### config.mk
export PLATFORM = sky130hd
export DESIGN_NAME = way_store
export DESIGN_NICKNAME = d
export VERILOG_FILES = /design/src/rtl/cache_pkg.sv /design/src/rtl/way_store.sv
export SDC_FILE = /design/constraint.sdc
export NUM_CORES = 2
export LEC_CHECK = 0
export ABC_AREA = 1
export BUFFER_PORTS_ARGS = -buffer_cell sky130_fd_sc_hd__buf_2
export CAP_MARGIN = 5
export CORE_AREA = 2 2 417 419
export CTS_CLUSTER_DIAMETER = 50
export DETAILED_ROUTE_END_ITERATION = 7
export DIE_AREA = 0 0 419 421
export GPL_TIMING_DRIVEN = 0
export PLACE_DENSITY = 0.61
export SLEW_MARGIN = 40
export SYNTH_ARGS = -nofsm -noshare
export SYNTH_HDL_FRONTEND = slang
export SYNTH_SLANG_ARGS = --single-unit
### constraint.sdc
create_clock -name clk_i -period 6.81 [get_ports clk_i]
set_input_delay 2.043 -clock clk_i [delete_from_list [all_inputs] [get_ports clk_i]]
set_output_delay 2.043 -clock clk_i [all_outputs]
set_load 0.02 [all_outputs]
### src/rtl/cache_pkg.sv
package cache_pkg;

	// width of every data and address word
	localparam int WORD_WIDTH = 32;

	// associativity of the data cache
	localparam int WAYS = 4;

	// one full data or address word
	typedef logic [WORD_WIDTH-1:0] word_t;

	// selects one way inside a set
	typedef logic [$clog2(WAYS)-1:0] way_idx_t;

	// lru age per way
	// 0 is the oldest way, WAYS-1 the most recent one
	typedef logic [$clog2(WAYS)-1:0] age_t;

endpackage

### src/rtl/way_store.sv
module way_store #(
	parameter int SET_BITS = 4,
	parameter type payload_t = cache_pkg::word_t
) (
	input logic clk_i,
	input logic [SET_BITS-1:0] set_i,
	input cache_pkg::way_idx_t way_i,
	input logic we_i,
	input payload_t wdata_i,
	output payload_t rdata_o [cache_pkg::WAYS]
);
	import cache_pkg::*;

	localparam int SETS = 2 ** SET_BITS;

	// one entry per set and way
	payload_t entry_q [SETS][WAYS];

	// single way of one set per strobe
	always_ff @(posedge clk_i) begin
		if (we_i) begin
			entry_q[set_i][way_i] <= wdata_i;
		end
	end

	// whole set visible at once for the tag compare
	always_comb begin
		for (int w = 0; w < WAYS; w++) begin
			rdata_o[w] = entry_q[set_i][w];
		end
	end

endmodule

==> impl_metrics.env <==
export IMPL_route_detailed_drc=0
export IMPL_path_delay_family="buffers and inverters"
export IMPL_synth_area_top_cells="edfxtp_1, nand2_1, buf_2, inv_1, clkbuf_1"
export IMPL_peakVddDrop_mv=0.296
export IMPL_globalRouteTotalUtil=0.276
export IMPL_h_tree_depth=4
export IMPL_portBuffers=167
export IMPL_grt_pass1_wl_um=355000
export IMPL_syn_area_um2=85300
export IMPL_hold_depth=1
export IMPL_ys_ff_latch=2048
export IMPL_place_gp_congestion=0.836
export IMPL_start_util=0.495
export IMPL_viasPerCell=5.11
export IMPL_cp_num_buf_inv=6
export IMPL_synth_top_area_frac=0.721
export IMPL_wl_per_cell_um=21.5
export IMPL_setup_viol=0
export IMPL_io_pins=168
export IMPL_rsz0062_at_grt="no"
export IMPL_die_area_um2=176000
export IMPL_timing_final_crit_share=0.986
export IMPL_hold_viol=0
export IMPL_power_density_nw_per_um2=276
export IMPL_cts_sinks=2048
export IMPL_firstDrtPassIters=6
export IMPL_critical_path_arrival_ps=4670
export IMPL_min_delay_path_class="primary input to register"
export IMPL_worstMarginPinSlew_ps=898
export IMPL_die_x_um=419
export IMPL_fin_util=0.578
export IMPL_worst_path_most_repeated_cell="nand2_1"
export IMPL_die_h_um=421
export IMPL_maxSlewViolCount=0
export IMPL_seq_area_frac_synth=0.721
export IMPL_crit_path_start_kind="primary input"
export IMPL_cts_clk_slew_worst_paths_ps=60
export IMPL_crit_path_max_fanout=10
export IMPL_status="complete, no violations"
export IMPL_reg_top3="entry_q x2048"
export IMPL_syn_nets=8348
export IMPL_post_cts_buffers=0
export IMPL_crit_path_top_delay_cell="buf_2"
export IMPL_cts_buffer_depth=3
export IMPL_fillers=14300
export IMPL_coreArea_um2=172000
export IMPL_ant_nets=0
export IMPL_dp_hpwl_um=168000
export IMPL_cp_cell_sequence="buf_2, inv_2, buf_2, clkbuf_1, nand2_1, nand2_1, nand2_1, nand2_1, nand2_1, nand2_1, inv_1, nand2_1, buf_2"
export IMPL_end_kind="output port"
export IMPL_synth_top_area_cell="edfxtp_1"
export IMPL_grt_overflow_total=0
export IMPL_worst_slack_ps=93.5
export IMPL_syn2layout_area_growth_pct=16.9
export IMPL_grt_max_degree=61
export IMPL_totalWireLength_um=244000
export IMPL_vias=58000
export IMPL_top_register="entry_q"
export IMPL_dp_slack_ps=-86.5
export IMPL_maxCapViolCount=0
export IMPL_layout_nets=8875
export IMPL_antenna_found_initial=26
export IMPL_path_depth=13
export IMPL_syn_area_per_cell_um2=10.3
export IMPL_critical_path_required_ps=4770
export IMPL_drt_iter0_markers=5979
export IMPL_cts_tree="built"
export IMPL_layout_drive_gt1_share=0.100
export IMPL_largest_register_ffs=2048
export IMPL_clock_fmax_mhz=149
export IMPL_maxSlewHeadroom=0.401
export IMPL_grt_pass1_vias=55700
export IMPL_fin_crit_ps=6720
export IMPL_critical_path_class="primary input to output port"
export IMPL_row_count=153
export IMPL_cts_buffers=211
export IMPL_critPathMaxStageDelay_ps=660
export IMPL_synth_cell_types=13
export IMPL_cts_root_buf="clkbuf_16"
export IMPL_syn_inst=8308
export IMPL_yosysWarnings=0
export IMPL_p_leak_nw=42.0
[cell type report]
type / count / area (µm²) / area share
tap: 2325 / 2910 / 0.0292
inverter: 264 / 991 / 0.00994
multi-input combinational: 5596 / 21500 / 0.216
antenna: 15 / 37.5 / 0.000376
timing repair buffer: 314 / 4060 / 0.0407
clock buffer: 251 / 5560 / 0.0557
buffer: 400 / 1840 / 0.0184
sequential: 2048 / 61500 / 0.617
clock inverter: 136 / 1340 / 0.0134
[timing repair]
action	CTS	global route
hold buffers	0	0
endpoints found under the setup margin	1	27
gates resized for setup	2	4
[stage by stage]
step | instances | total power [mW] | TNS, ps | hold WS (ps) | cell area, µm²
floorplan | 8308 | 15.2 | 0 | 2140 | 85300
global placement | 10800 | 16.1 | -1657600 | 2850 | 89100
detailed placement | 10900 | 16.2 | -86.5 | 2320 | 92800
CTS | 11300 | 27.6 | 0 | 1410 | 99700
global route | 11300 | 28.3 | 0 | 1440 | 99700
finish | 11300 | 27.5 | 0 | 1460 | 99700
[kinds of logic (layout without fill, tap and decap cells)]
kind of cell,after synthesis,in the layout,share of synthesized area
buffers and inverters,664,1365,0.0328
DFF,2048,2048,0.721
and+or+nand+nor,5596,5596,0.246
other,0,15,0
[power by group]
group	internal (mW)	switching, mW	leakage [nW]
Clock	6.73	4.81	3.36
Combinational	0.490	1.47	20.2
Sequential	14.0	0.0185	18.4
Total	21.2	6.31	42.0
[synthesized netlist by cell type, drive strengths merged]
cell    instances
buf           244
clkbuf        156
clkinv          1
edfxtp       2048
inv           263
nand2        5522
nand3           4
nor2           70
[worst paths after layout]
path                   start             to
setup / recovery    set_i[0]   rdata_o[127]
hold / removal    wdata_i[4]  entry_q[2][4]
[routing by layer]
| metal | share of wire | global-route usage |
|---|---|---|
| met1 | 0.41 | 0.369 |
| met2 | 0.48 | 0.456 |
| met3 | 0.074 | 0.0415 |
| met4 | 0.038 | 0.105 |
| met5 | 0.00016 | 0 |
[placed cells by master (no fill, tap or decap)]
| cell | instances |
|---|---|
| buf_1 | 29 |
| buf_12 | 16 |
| buf_16 | 61 |
| buf_2 | 331 |
| buf_4 | 22 |
| buf_6 | 25 |
| buf_8 | 70 |
| bufinv_16 | 25 |
| clkbuf_1 | 178 |
| clkbuf_16 | 217 |
| clkbuf_2 | 12 |
| clkbuf_4 | 4 |
| clkinv_1 | 62 |
| clkinv_2 | 31 |
| clkinv_4 | 2 |
| clkinv_8 | 4 |
| clkinvlp_4 | 7 |
| diode_2 | 15 |
| edfxtp_1 | 2048 |
| inv_1 | 261 |
| inv_16 | 1 |
| inv_2 | 2 |
| inv_6 | 4 |
| inv_8 | 1 |
| nand2_1 | 5522 |
| nand3_1 | 4 |
| nor2_1 | 2 |
| nor2_2 | 4 |
| nor2_4 | 64 |
Power figures use the tool's default switching activity.
