<file path="config.mk">
export PLATFORM = sky130hd
export DESIGN_NAME = lru_ages
export DESIGN_NICKNAME = d
export VERILOG_FILES = /design/src/rtl/cache_pkg.sv /design/src/rtl/lru_ages.sv
export SDC_FILE = /design/constraint.sdc
export NUM_CORES = 1
export LEC_CHECK = 0
export ABC_CLOCK_PERIOD_IN_PS = 8200
export BUFFER_PORTS_ARGS = -buffer_cell sky130_fd_sc_hd__buf_2
export CORE_UTILIZATION = 35
export DETAILED_ROUTE_END_ITERATION = 12
export HOLD_SLACK_MARGIN = 0.12
export SYNTH_ARGS = -nofsm -noshare
export SYNTH_HDL_FRONTEND = slang
export SYNTH_SLANG_ARGS = --single-unit
</file>
<file path="constraint.sdc">
create_clock -name clk_i -period 8.2 [get_ports clk_i]
set_input_delay 0.41 -clock clk_i [delete_from_list [all_inputs] [get_ports clk_i]]
set_output_delay 0.41 -clock clk_i [all_outputs]
set_load 0.02 [all_outputs]
</file>
<file path="src/rtl/cache_pkg.sv">
package cache_pkg;

	// width of every data and address word
	localparam int WORD_WIDTH = 32;

	// associativity of the data cache
	localparam int WAYS = 4;

	// one full data or address word
	typedef logic [WORD_WIDTH-1:0] word_t;

	// selects one way inside a set
	typedef logic [$clog2(WAYS)-1:0] way_idx_t;

	// lru age per way
	// 0 is the oldest way, WAYS-1 the most recent one
	typedef logic [$clog2(WAYS)-1:0] age_t;

endpackage

</file>
<file path="src/rtl/lru_ages.sv">
module lru_ages #(
	parameter int SET_BITS = 4
) (
	input logic clk_i,
	input logic rst_n_i,
	input logic [SET_BITS-1:0] set_i,
	input logic touch_i,
	input cache_pkg::way_idx_t touch_way_i,
	output cache_pkg::way_idx_t victim_o
);
	import cache_pkg::*;

	localparam int SETS = 2 ** SET_BITS;
	// age given to the way just used
	localparam age_t AGE_MRU = age_t'(WAYS - 1);

	age_t ages_q [SETS][WAYS];
	// ages of the addressed set
	age_t ages_set [WAYS];
	// age of the touched way before the update
	age_t touched_age;

	always_comb begin
		for (int w = 0; w < WAYS; w++) begin
			ages_set[w] = ages_q[set_i][w];
		end
	end

	assign touched_age = ages_set[touch_way_i];

	always_ff @(posedge clk_i or negedge rst_n_i) begin
		if (!rst_n_i) begin
			// start with age equal to way index
			for (int s = 0; s < SETS; s++) begin
				for (int w = 0; w < WAYS; w++) begin
					ages_q[s][w] <= age_t'(w);
				end
			end
		end else if (touch_i) begin
			for (int w = 0; w < WAYS; w++) begin
				if (way_idx_t'(w) == touch_way_i) begin
					// touched way becomes most recent
					ages_q[set_i][w] <= AGE_MRU;
				end else if (ages_set[w] > touched_age) begin
					// only the younger ones move down
					ages_q[set_i][w] <= ages_set[w] - 1'b1;
				end
			end
		end
	end

	// ages in a set are a permutation, so exactly one way is at 0
	always_comb begin
		victim_o = '0;
		for (int w = 0; w < WAYS; w++) begin
			if (ages_set[w] == '0) begin
				victim_o = way_idx_t'(w);
			end
		end
	end

endmodule

</file>
==> summary.txt <==
Register bit total from synthesis = 128
Critical-path top delay cell = o21a_1
Synth Net Count = 542
I/O Pins = 11
Die Width = 140 microns
Critical Path Start Type = input pin
Crit. End Element = flop
Clock share of power = 0.246
HP Class = reg -> reg
Run status = complete, no violations
Initial detailed-routing violation count = 285
Req. time, crit path = 8500 ps
DP Cell Count = 738
Leading registers by flop count = ages_q x128
Worst Path Arrival = 4810 ps
Fin. max-slew vios = 0
Worst setup path startpoint = set_i[1]
Core Util, Final = 0.397
RSZ-0062 raised after global routing = no
Total GRT Usage = 0.177
# clock sinks = 128
Internal = 1.93 mW
Hold wc startpoint = ages_q[101]$_DFFE_PN0P_
Clock buffer depth = 2
Via count = 4266
Mapped cell area = 6660 sq um
Largest Register = ages_q
Most common cell in the netlist = mux2_2
Unique cell type count in the Yosys netlist = 39
CTS clk-pin slew, worst paths = 60 ps
Combinational group share of total power = 0.330
Final Setup Violations = 0
Setup bufs post-CTS = 0
Post-synth top cells = 92 x mux2_2, 64 x dfrtp_1, 64 x dfstp_2
P_leak = 2.98 nW
WL per Instance = 20.6 microns
Non-filler cells, final = 771
Crit path largest cell delay = 940 ps
Initial antenna violation count = 0
Final min period = 4510 ps
Die height = 140 microns
Register area share after synthesis = 0.493
Share of cells above drive strength 1 = 0.447
Total of max-cap violations = 0
CTS tree = built
Synth Area per Inst = 12.8 sq um
Antenna-violating nets left = 0
Psw = 904 uW
Core Rows = 50
CP top delay family = multiplexers
Area grow syn2layout = 11.5%
Final setup TNS = 0 ps
Total power = 2.84 mW
Critical Path Fanout Max = 41
Period utilisation layout = 0.550
WP buf/inv = 2
Pwr Density = 382 nW/um^2
Vias/cell = 5.53
Worst path cell trace = buf_2 -> buf_4 -> mux4_2 -> mux2i_4 -> mux2i_1 -> o22ai_1 -> nor2_1 -> ha_1 -> a2bb2oi_1 -> o21a_1 -> and2_1 -> mux2_2
Grt total ovfl = 0
Warnings, synthesis = 0
Max Freq = 222 MHz
Full die area = 19600 sq um
Clk root buf = clkbuf_16
DR pass1 iterations = 7
Final Hold Viols = 0
Top_reg_cell synth = dfstp_2
Pin count of the biggest net entering global routing = 67
N_diodes = 0
Critical path class = in -> reg
Placer congestion estimate = 0.815
Top cells by area, synth = dfstp_2 25%, dfrtp_1 24%, mux2_2 16%, mux4_2 11%, a21oi_1 2.5%
VDD IR max = 0.174 mV
Drt drc = 0
Port Buf Inserts = 10
Nets = 544
Asr flop ratio synth = 1.00
Switching share of total power = 0.319
Slew HR = 0.211
Setup Skew = 7.33 ps
R2R Path Start = ages_q[78]$_DFFE_PN0P_
Core ar. = 18700 sq um
Total CTS buffers = 17
DP HPWL = 10.3 mm
H-tree depth = 4
Max reg flops = 128
Share of the synthesized area in the top cell type = 0.252
Post-synth EDFFs = 0
Initial core utilization = 0.356
Least-Margin Pin Slew = 1180 ps
Clock Latency Late Sink = 430 ps
Synthesized instance count = 522
Post-synth top area cell = dfstp_2
Vias in the first global route = 4627
WL final = 15.9 mm
Reg power frac = 0.425
First-pass GRT wire length = 25.8 mm
cells in the final DEF, fill, tap and decap left out, drive strengths merged, types with 2 or more instances in the layout:
cell,n
mux2i,4
a2bb2oi,3
a32oi,4
nand2,43
nor2,37
clkinvlp,2
dfrtp,64
a21oi,33
nor2b,8
nand2b,4
or2,2
and2,8
a41oi,10
a22o,6
buf,16
dfstp,64
o21ai,6
mux2,103
a22oi,6
nand3,9
clkinv,3
inv,13
clkbuf,27
nor3,6
o22ai,3
ha,11
o21a,2
mux4,32
routing by layer:
metal	global-route usage	vias up	wire length, microns
met5	0	-	0
met4	0.0555	0	264
met3	0.0503	24	836
met2	0.293	107	8000
met1	0.223	2211	6790
li1	-	1924	-
worst register-to-register path: cells and delay by family (launching register included):
family | cells | cell delay, ps
AO/OA/AOI/OAI | 3 | 1370
adder cells (fa/ha/maj) | 1 | 280
AND/OR/NAND/NOR | 2 | 580
multiplexers | 4 | 1460
flip-flops | 1 | 360
area by class of cell:
class,instances,area [sq um]
tap,234,293
inverter,13,48.8
clock buffer,27,513
sequential,128,3280
multi-input combinational,347,3150
clock inverter,5,30.0
fill,1734,11300
timing repair buffer,17,108
power by group through the flow:
| stage | Sequential [mW] | Combinational [mW] | Clock [mW] |
|---|---|---|---|
| 2_1_floorplan | 1.14 | 0.751 | 0 |
| 3_3_place_gp | 1.19 | 0.906 | 0 |
| 3_5_place_dp | 1.21 | 0.935 | 0 |
| 4_1_cts | 1.21 | 0.941 | 0.707 |
| 5_1_grt | 1.25 | 1.04 | 0.738 |
| 6_report | 1.20 | 0.934 | 0.697 |
stage by stage:
stage / cell area [sq um] / hold slack, ps / setup WS [ps]
global route: 7430 / 507 / 3400
finish: 7430 / 489 / 3690
detailed placement: 6870 / 477 / 3290
CTS: 7430 / 491 / 3750
global placement: 6870 / 468 / 3440
floorplan: 6660 / 114 / 4580
path summary, 6_finish.rpt:
check / cells past startpoint / slack (ps) / endpoint
setup reg to reg: 10 / 4020 / ages_q[126]$_DFFE_PN0P_
min in group asynchronous: 2 / 630 / ages_q[126]$_DFFE_PN0P_
hold reg to reg: 1 / 490 / ages_q[101]$_DFFE_PN0P_
setup / recovery: 12 / 3690 / ages_q[126]$_DFFE_PN0P_
max in group asynchronous: 3 / 6270 / ages_q[2]$_DFFE_PN0P_
hold / removal: 1 / 490 / ages_q[101]$_DFFE_PN0P_
cells by family (layout without fill, tap and decap cells):
family,count (synthesis),count (layout),share of synthesized area
AOI/OAI and AO/OA,75,75,0.0740
buffers and inverters,47,62,0.0340
DFF,128,128,0.493
and+or+nand+nor,120,120,0.0855
xor gates and xnor gates,2,2,0.00263
adders and majority gates,11,11,0.0207
muxes,139,139,0.290
what timing repair did:
item,CTS,global route
hold buffers,1,0
endpoints found under the setup margin,0,0
hold endpoints to repair,21,0
gates resized for setup,0,0
(Power assumes the default switching activity.)
