### src/rtl/cache_pkg.sv
package cache_pkg;

	// width of every data and address word
	localparam int WORD_WIDTH = 32;

	// associativity of the data cache
	localparam int WAYS = 4;

	// one full data or address word
	typedef logic [WORD_WIDTH-1:0] word_t;

	// selects one way inside a set
	typedef logic [$clog2(WAYS)-1:0] way_idx_t;

	// lru age per way
	// 0 is the oldest way, WAYS-1 the most recent one
	typedef logic [$clog2(WAYS)-1:0] age_t;

endpackage

### src/rtl/cache_controller.sv
module cache_controller #(
	parameter int SET_BITS = 4,
	localparam int TAG_BITS = cache_pkg::WORD_WIDTH - SET_BITS - 2
) (
	input logic clk_i,
	input logic rst_n_i,
	input logic req_i,
	input logic write_enable_i,
	input cache_pkg::word_t address_i,
	input cache_pkg::word_t write_data_i,
	output logic done_o,
	output logic hit_o,
	output logic busy_o,
	output cache_pkg::word_t read_data_o,
	input logic [TAG_BITS-1:0] set_tags_i [cache_pkg::WAYS],
	input cache_pkg::word_t set_data_i [cache_pkg::WAYS],
	input cache_pkg::way_idx_t victim_i,
	output logic [SET_BITS-1:0] set_o,
	output cache_pkg::way_idx_t store_way_o,
	output logic store_we_o,
	output logic [TAG_BITS-1:0] store_tag_o,
	output cache_pkg::word_t store_data_o,
	output logic touch_o,
	output cache_pkg::way_idx_t touch_way_o,
	output logic mem_read_o,
	output logic mem_write_o,
	output cache_pkg::word_t mem_address_o,
	output cache_pkg::word_t mem_write_data_o,
	input logic mem_ready_i,
	input cache_pkg::word_t mem_read_data_i
);
	import cache_pkg::*;

	localparam int SETS = 2 ** SET_BITS;

	typedef enum logic [1:0] {
		ST_IDLE,
		ST_WAIT_READ,
		ST_WAIT_WRITE
	} state_t;

	state_t state_q;
	logic valid_q [SETS][WAYS];

	// request captured when accepted
	word_t addr_q;
	word_t data_q;
	logic hit_pend_q;

	logic done_q;
	logic hit_q;
	word_t rdata_q;
	logic mem_read_q;
	logic mem_write_q;

	word_t cur_addr;
	logic [TAG_BITS-1:0] cur_tag;
	logic accept;
	logic fill;
	logic hit;
	way_idx_t hit_way;

	// live address while idle, held address while waiting on memory
	assign cur_addr = (state_q == ST_IDLE) ? address_i : addr_q;
	assign set_o = cur_addr[SET_BITS+1:2];
	assign cur_tag = cur_addr[WORD_WIDTH-1:SET_BITS+2];

	// requests while busy are dropped
	assign accept = req_i && (state_q == ST_IDLE);
	// read miss data coming back
	assign fill = (state_q == ST_WAIT_READ) && mem_ready_i;

	// tag compare over all ways of the set
	always_comb begin
		hit = 1'b0;
		hit_way = '0;
		for (int w = 0; w < WAYS; w++) begin
			if (valid_q[set_o][w] && (set_tags_i[w] == cur_tag)) begin
				hit = 1'b1;
				hit_way = way_idx_t'(w);
			end
		end
	end

	// hit way on a store hit, victim on store miss and on fill
	assign store_way_o = (accept && hit) ? hit_way : victim_i;
	// write allocate, so every store writes the arrays
	assign store_we_o = (accept && write_enable_i) || fill;
	assign store_tag_o = cur_tag;
	assign store_data_o = fill ? mem_read_data_i : write_data_i;

	// a read miss touches only when the line arrives
	assign touch_o = (accept && (hit || write_enable_i)) || fill;
	assign touch_way_o = store_way_o;

	always_ff @(posedge clk_i or negedge rst_n_i) begin
		if (!rst_n_i) begin
			for (int s = 0; s < SETS; s++) begin
				for (int w = 0; w < WAYS; w++) begin
					valid_q[s][w] <= 1'b0;
				end
			end
		end else if (store_we_o) begin
			valid_q[set_o][store_way_o] <= 1'b1;
		end
	end

	// request FSM
	always_ff @(posedge clk_i or negedge rst_n_i) begin
		if (!rst_n_i) begin
			state_q <= ST_IDLE;
			done_q <= 1'b0;
			hit_q <= 1'b0;
			mem_read_q <= 1'b0;
			mem_write_q <= 1'b0;
		end else begin
			// strobes last one cycle
			done_q <= 1'b0;
			mem_read_q <= 1'b0;
			mem_write_q <= 1'b0;
			case (state_q)
				ST_IDLE: begin
					if (accept) begin
						if (write_enable_i) begin
							// write through on hit and miss alike
							state_q <= ST_WAIT_WRITE;
							mem_write_q <= 1'b1;
						end else if (hit) begin
							done_q <= 1'b1;
							hit_q <= 1'b1;
						end else begin
							state_q <= ST_WAIT_READ;
							mem_read_q <= 1'b1;
						end
					end
				end
				ST_WAIT_READ: begin
					if (mem_ready_i) begin
						state_q <= ST_IDLE;
						done_q <= 1'b1;
						hit_q <= 1'b0;
					end
				end
				ST_WAIT_WRITE: begin
					if (mem_ready_i) begin
						state_q <= ST_IDLE;
						done_q <= 1'b1;
						hit_q <= hit_pend_q;
					end
				end
				default: begin
					state_q <= ST_IDLE;
				end
			endcase
		end
	end

	// request payload and returned word
	always_ff @(posedge clk_i) begin
		if (accept) begin
			addr_q <= address_i;
			data_q <= write_data_i;
			hit_pend_q <= hit;
			if (!write_enable_i && hit) begin
				rdata_q <= set_data_i[hit_way];
			end
		end
		if (fill) begin
			rdata_q <= mem_read_data_i;
		end
		// stores return the stored word
		if ((state_q == ST_WAIT_WRITE) && mem_ready_i) begin
			rdata_q <= data_q;
		end
	end

	assign done_o = done_q;
	assign hit_o = hit_q;
	assign read_data_o = rdata_q;
	assign busy_o = (state_q != ST_IDLE);

	assign mem_read_o = mem_read_q;
	assign mem_write_o = mem_write_q;
	assign mem_address_o = addr_q;
	assign mem_write_data_o = data_q;

endmodule

### config.mk
export PLATFORM = sky130hd
export DESIGN_NAME = cache_controller
export DESIGN_NICKNAME = d
export VERILOG_FILES = /design/src/rtl/cache_pkg.sv /design/src/rtl/cache_controller.sv
export SDC_FILE = /design/constraint.sdc
export NUM_CORES = 1
export LEC_CHECK = 0
export BUFFER_PORTS_ARGS = -buffer_cell sky130_fd_sc_hd__buf_2
export CAP_MARGIN = 10
export CORE_AREA = 2 2 194 196
export DETAILED_ROUTE_END_ITERATION = 7
export DIE_AREA = 0 0 196 198
export MAX_ROUTING_LAYER = met4
export PLACE_DENSITY = 0.61
export SLEW_MARGIN = 20
export SYNTH_ARGS = -nofsm -noshare
export SYNTH_HDL_FRONTEND = slang
export SYNTH_SLANG_ARGS = --single-unit
### constraint.sdc
create_clock -name clk_i -period 6.4 [get_ports clk_i]
set_input_delay 0.64 -clock clk_i [delete_from_list [all_inputs] [get_ports clk_i]]
set_output_delay 0.64 -clock clk_i [all_outputs]
set_load 0.005 [all_outputs]
==> results by group <==
Outcome
  – Outcome: complete, no violations

Synthesis
  – Syn Nets: 1184
  – Top post-synthesis cells by area: edfxtp_1 (29%), dfrtp_1 (18%), xnor2_1 (9.1%)
  – Cell variety after synth: 55
  – Syn. warnings: 0
  – Async SR Flop Fraction: 41.92%
  – Syn Area/Cell: 11.85 sq um
  – Post-synth EDFFs: 97
  – Gate Count Post-Synth: 844
  – Share of the synthesized area in the top cell type: 29.13%
  – Synth Flop Type: edfxtp_1
  – Most frequent cells after synthesis: xnor2_1 (104), edfxtp_1 (97), dfrtp_1 (70)
  – Yosys top cell by area: edfxtp_1
  – Mapped cell area: 10000 sq um
  – Post-synthesis sequential area ratio: 46.65%
  – Top-count cell post-synth: xnor2_1
  – Seq cells post-synth: 167

Pwr
  – Reg power frac: 33.7%
  – Logic pwr share: 42.6%
  – Internal power: 3251 uW
  – Sw power: 1816 uW
  – Total power: 5066 uW
  – Leak pwr: 0.006125 uW
  – Sw frac: 35.84%
  – Clock share of power: 23.7%
  – Pwr Density: 369.6 nW/um^2
  – Max VDD drop: 0.1958 mV

Floorplan
  – Die width: 196 um
  – DIE HEIGHT: 198 um
  – I/O pin count: 504
  – Initial Util: 27.06%
  – Core area: 36960 sq um
  – Die area: 38810 sq um
  – FP Rows: 71

Drt
  – Vias per Instance: 4.983
  – Violation count after the first detailed-route iteration: 609
  – WL met3: 4151 um
  – Post-DRT Antenna Nets: 0
  – TritonRoute pass-1 iters: 7
  – Post-route DRC: 0
  – DR WL met2: 18760 um
  – Met1 WL: 17940 um
  – Vias: 9133
  – Drt wl/cell: 22.84 um
  – Highest Signal Layer: met4
  – Routed wire length: 41870 um

Timing
  – RSZ-0062 raised after global routing: no
  – Setup_tns: 0 ns
  – Clock Skew: 0.01499 ns
  – Final min period: 5.685 ns
  – Pins Over Slew Limit: 0
  – Worst slew pin tran: 1.110 ns
  – Fmax: 175.9 MHz
  – Final Cycle Share: 88.83%
  – Setup Viol. Count Final: 0
  – Hold Vio Cnt, Final: 0
  – Rel. slew slack: 25.99%

Critical path
  – CP max FO: 37
  – Required time worst endpoint: 5.76 ns
  – Max incr delay on CP: 0.80 ns
  – Max stage delay cell, worst path: mux2i_4
  – R2r setup slk: 1.41 ns
  – Crit path DAT: 5.04 ns
  – CP most frequent cell: nand2_1
  – Crit. End Element: primary output
  – Startpoint types: flop
  – Crit path kind: flop to primary output
  – Worst path cell trace: inv_1 -> ha_4 -> mux2i_4 -> mux4_2 -> a22o_1 -> a221oi_2 -> nor3_4 -> o41ai_4 -> buf_4 -> nand2_1 -> nand2_1 -> buf_2

GRT
  – Vias in the first global route: 9068
  – Largest net degree at the start of global routing: 71
  – Initial antenna violation count: 21
  – First-pass GRT wire length: 59480 um
  – Total GRT Usage: 21.46%
  – Total gr overflow: 0

Place
  – HPWL after DPL: 33720 um
  – PortBufs: 503
  – Final GP Congestion: 0.9496
  – Placed Instance Area: 12990 sq um

Final layout
  – Area Overhead vs Synth: 37.10%
  – Layout cells sized above 1: 51.64%
  – Nets: 1669
  – Post-layout instance area: 13710 sq um

Clock tree
  – Post-cts sizing count: 0
  – CTS Buf Count: 17
  – H-tree levels: 4
  – Clock Latency Late Sink: 0.44 ns
  – Clock Pin Slew Worst Setup and Hold Paths: 0.07 ns
  – Root buffer cell: clkbuf_16
  – CTS tree: yes
  – CTS Hold Bufs: 0
  – Clock Tree Buf Depth: 2
  – Setup Buffers After CTS: 0
  – # clock sinks: 167

Hold path
  – Hold Crit Class: input pin to flop

Flow run
  – Max-Cap Viols: 0
power groups by stage:
stage,sequential [uW],combinational [uW],clock [uW]
6_report,1710,2160,1200
5_1_grt,1750,2330,1270
4_1_cts,1710,2160,1230
3_5_place_dp,1720,2160,0
3_3_place_gp,1720,2130,0
2_1_floorplan,1690,1340,0
registers in the layout, summed over array words and instances (netlist names):
name              cells
mem_read_o            1
mem_write_o           1
mem_write_data_o     32
valid_q              64
read_data_o          32
hit_o                 1
done_o                1
mem_address_o        32
state_q               2
hit_pend_q            1
per-stage QoR:
step	setup WS [ns]	util [%]	hold WS [ns]	instances
after global routing	0.4365	37.09	0.3505	1832
after floorplan	0.9442	-	0.3444	844
final	0.7152	37.10	0.3816	1833
after global placement	1.297	35.14	0.4427	1784
after CTS	0.7374	36.98	0.3540	1816
after detailed placement	1.234	35.15	0.4446	1784
kinds of logic (layout without fill, tap and decap cells):
kind of cell | after synthesis | count (layout) | share of synthesized area (%)
mux | 139 | 139 | 17.22
simple gates | 127 | 127 | 6.519
xor+xnor | 104 | 104 | 9.109
compound gates | 210 | 210 | 15.80
fa+ha+maj | 5 | 5 | 0.6256
flops | 167 | 167 | 46.65
other cells | 0 | 17 | 0
buf+inv | 92 | 590 | 4.079
cells in the final DEF, fill, tap and decap left out, types with 34 or more instances in the layout:
cell / n
buf_2: 503
xnor2_1: 104
edfxtp_1: 97
dfrtp_1: 70
mux2_2: 65
o21ai_0: 42
inv_1: 40
mux2i_1: 38
a22oi_1: 34
a22o_1: 34
worst max-delay path: cells and delay by family, from the launching register on:
kind	cells	cell delay, ns
buf+inv	3	0.72
flops	1	0.43
simple gates	3	0.29
fa+ha+maj	1	0.65
mux	2	1.39
compound gates	3	1.04
final timing paths:
| check | depth (start not counted) | end | start |
|---|---|---|---|
| worst max-delay path | 12 | store_way_o[1] | state_q[0]$_DFFE_PN0P_ |
| worst min-delay path | 1 | mem_address_o[1]$_DFFE_PP_ | address_i[1] |
| worst max register to register | 10 | valid_q[59]$_DFFE_PN0P_ | state_q[0]$_DFFE_PN0P_ |
| worst min register to register | 2 | valid_q[42]$_DFFE_PN0P_ | valid_q[42]$_DFFE_PN0P_ |
| max in group asynchronous | 2 | valid_q[3]$_DFFE_PN0P_ | rst_n_i |
| min in group asynchronous | 2 | valid_q[26]$_DFFE_PN0P_ | rst_n_i |
per-layer routing:
layer  vias to the layer above  GRT usage, %
li1                       4170             -
met1                      4512         27.28
met2                       401         30.93
met3                        50         8.653
met4                         0         7.155
met5                         -             -
final cells by class:
cell class / count / area, sq um
sequential: 167 / 4664
multi-input combinational: 585 / 4954
antenna: 17 / 42.54
fill: 3718 / 23250
clock inverter: 14 / 246.5
clock buffer: 18 / 429.2
timing repair buffer: 518 / 2630
inverter: 40 / 150.1
tap: 474 / 593.1
Note: power is estimated with default switching activity, not from simulation.
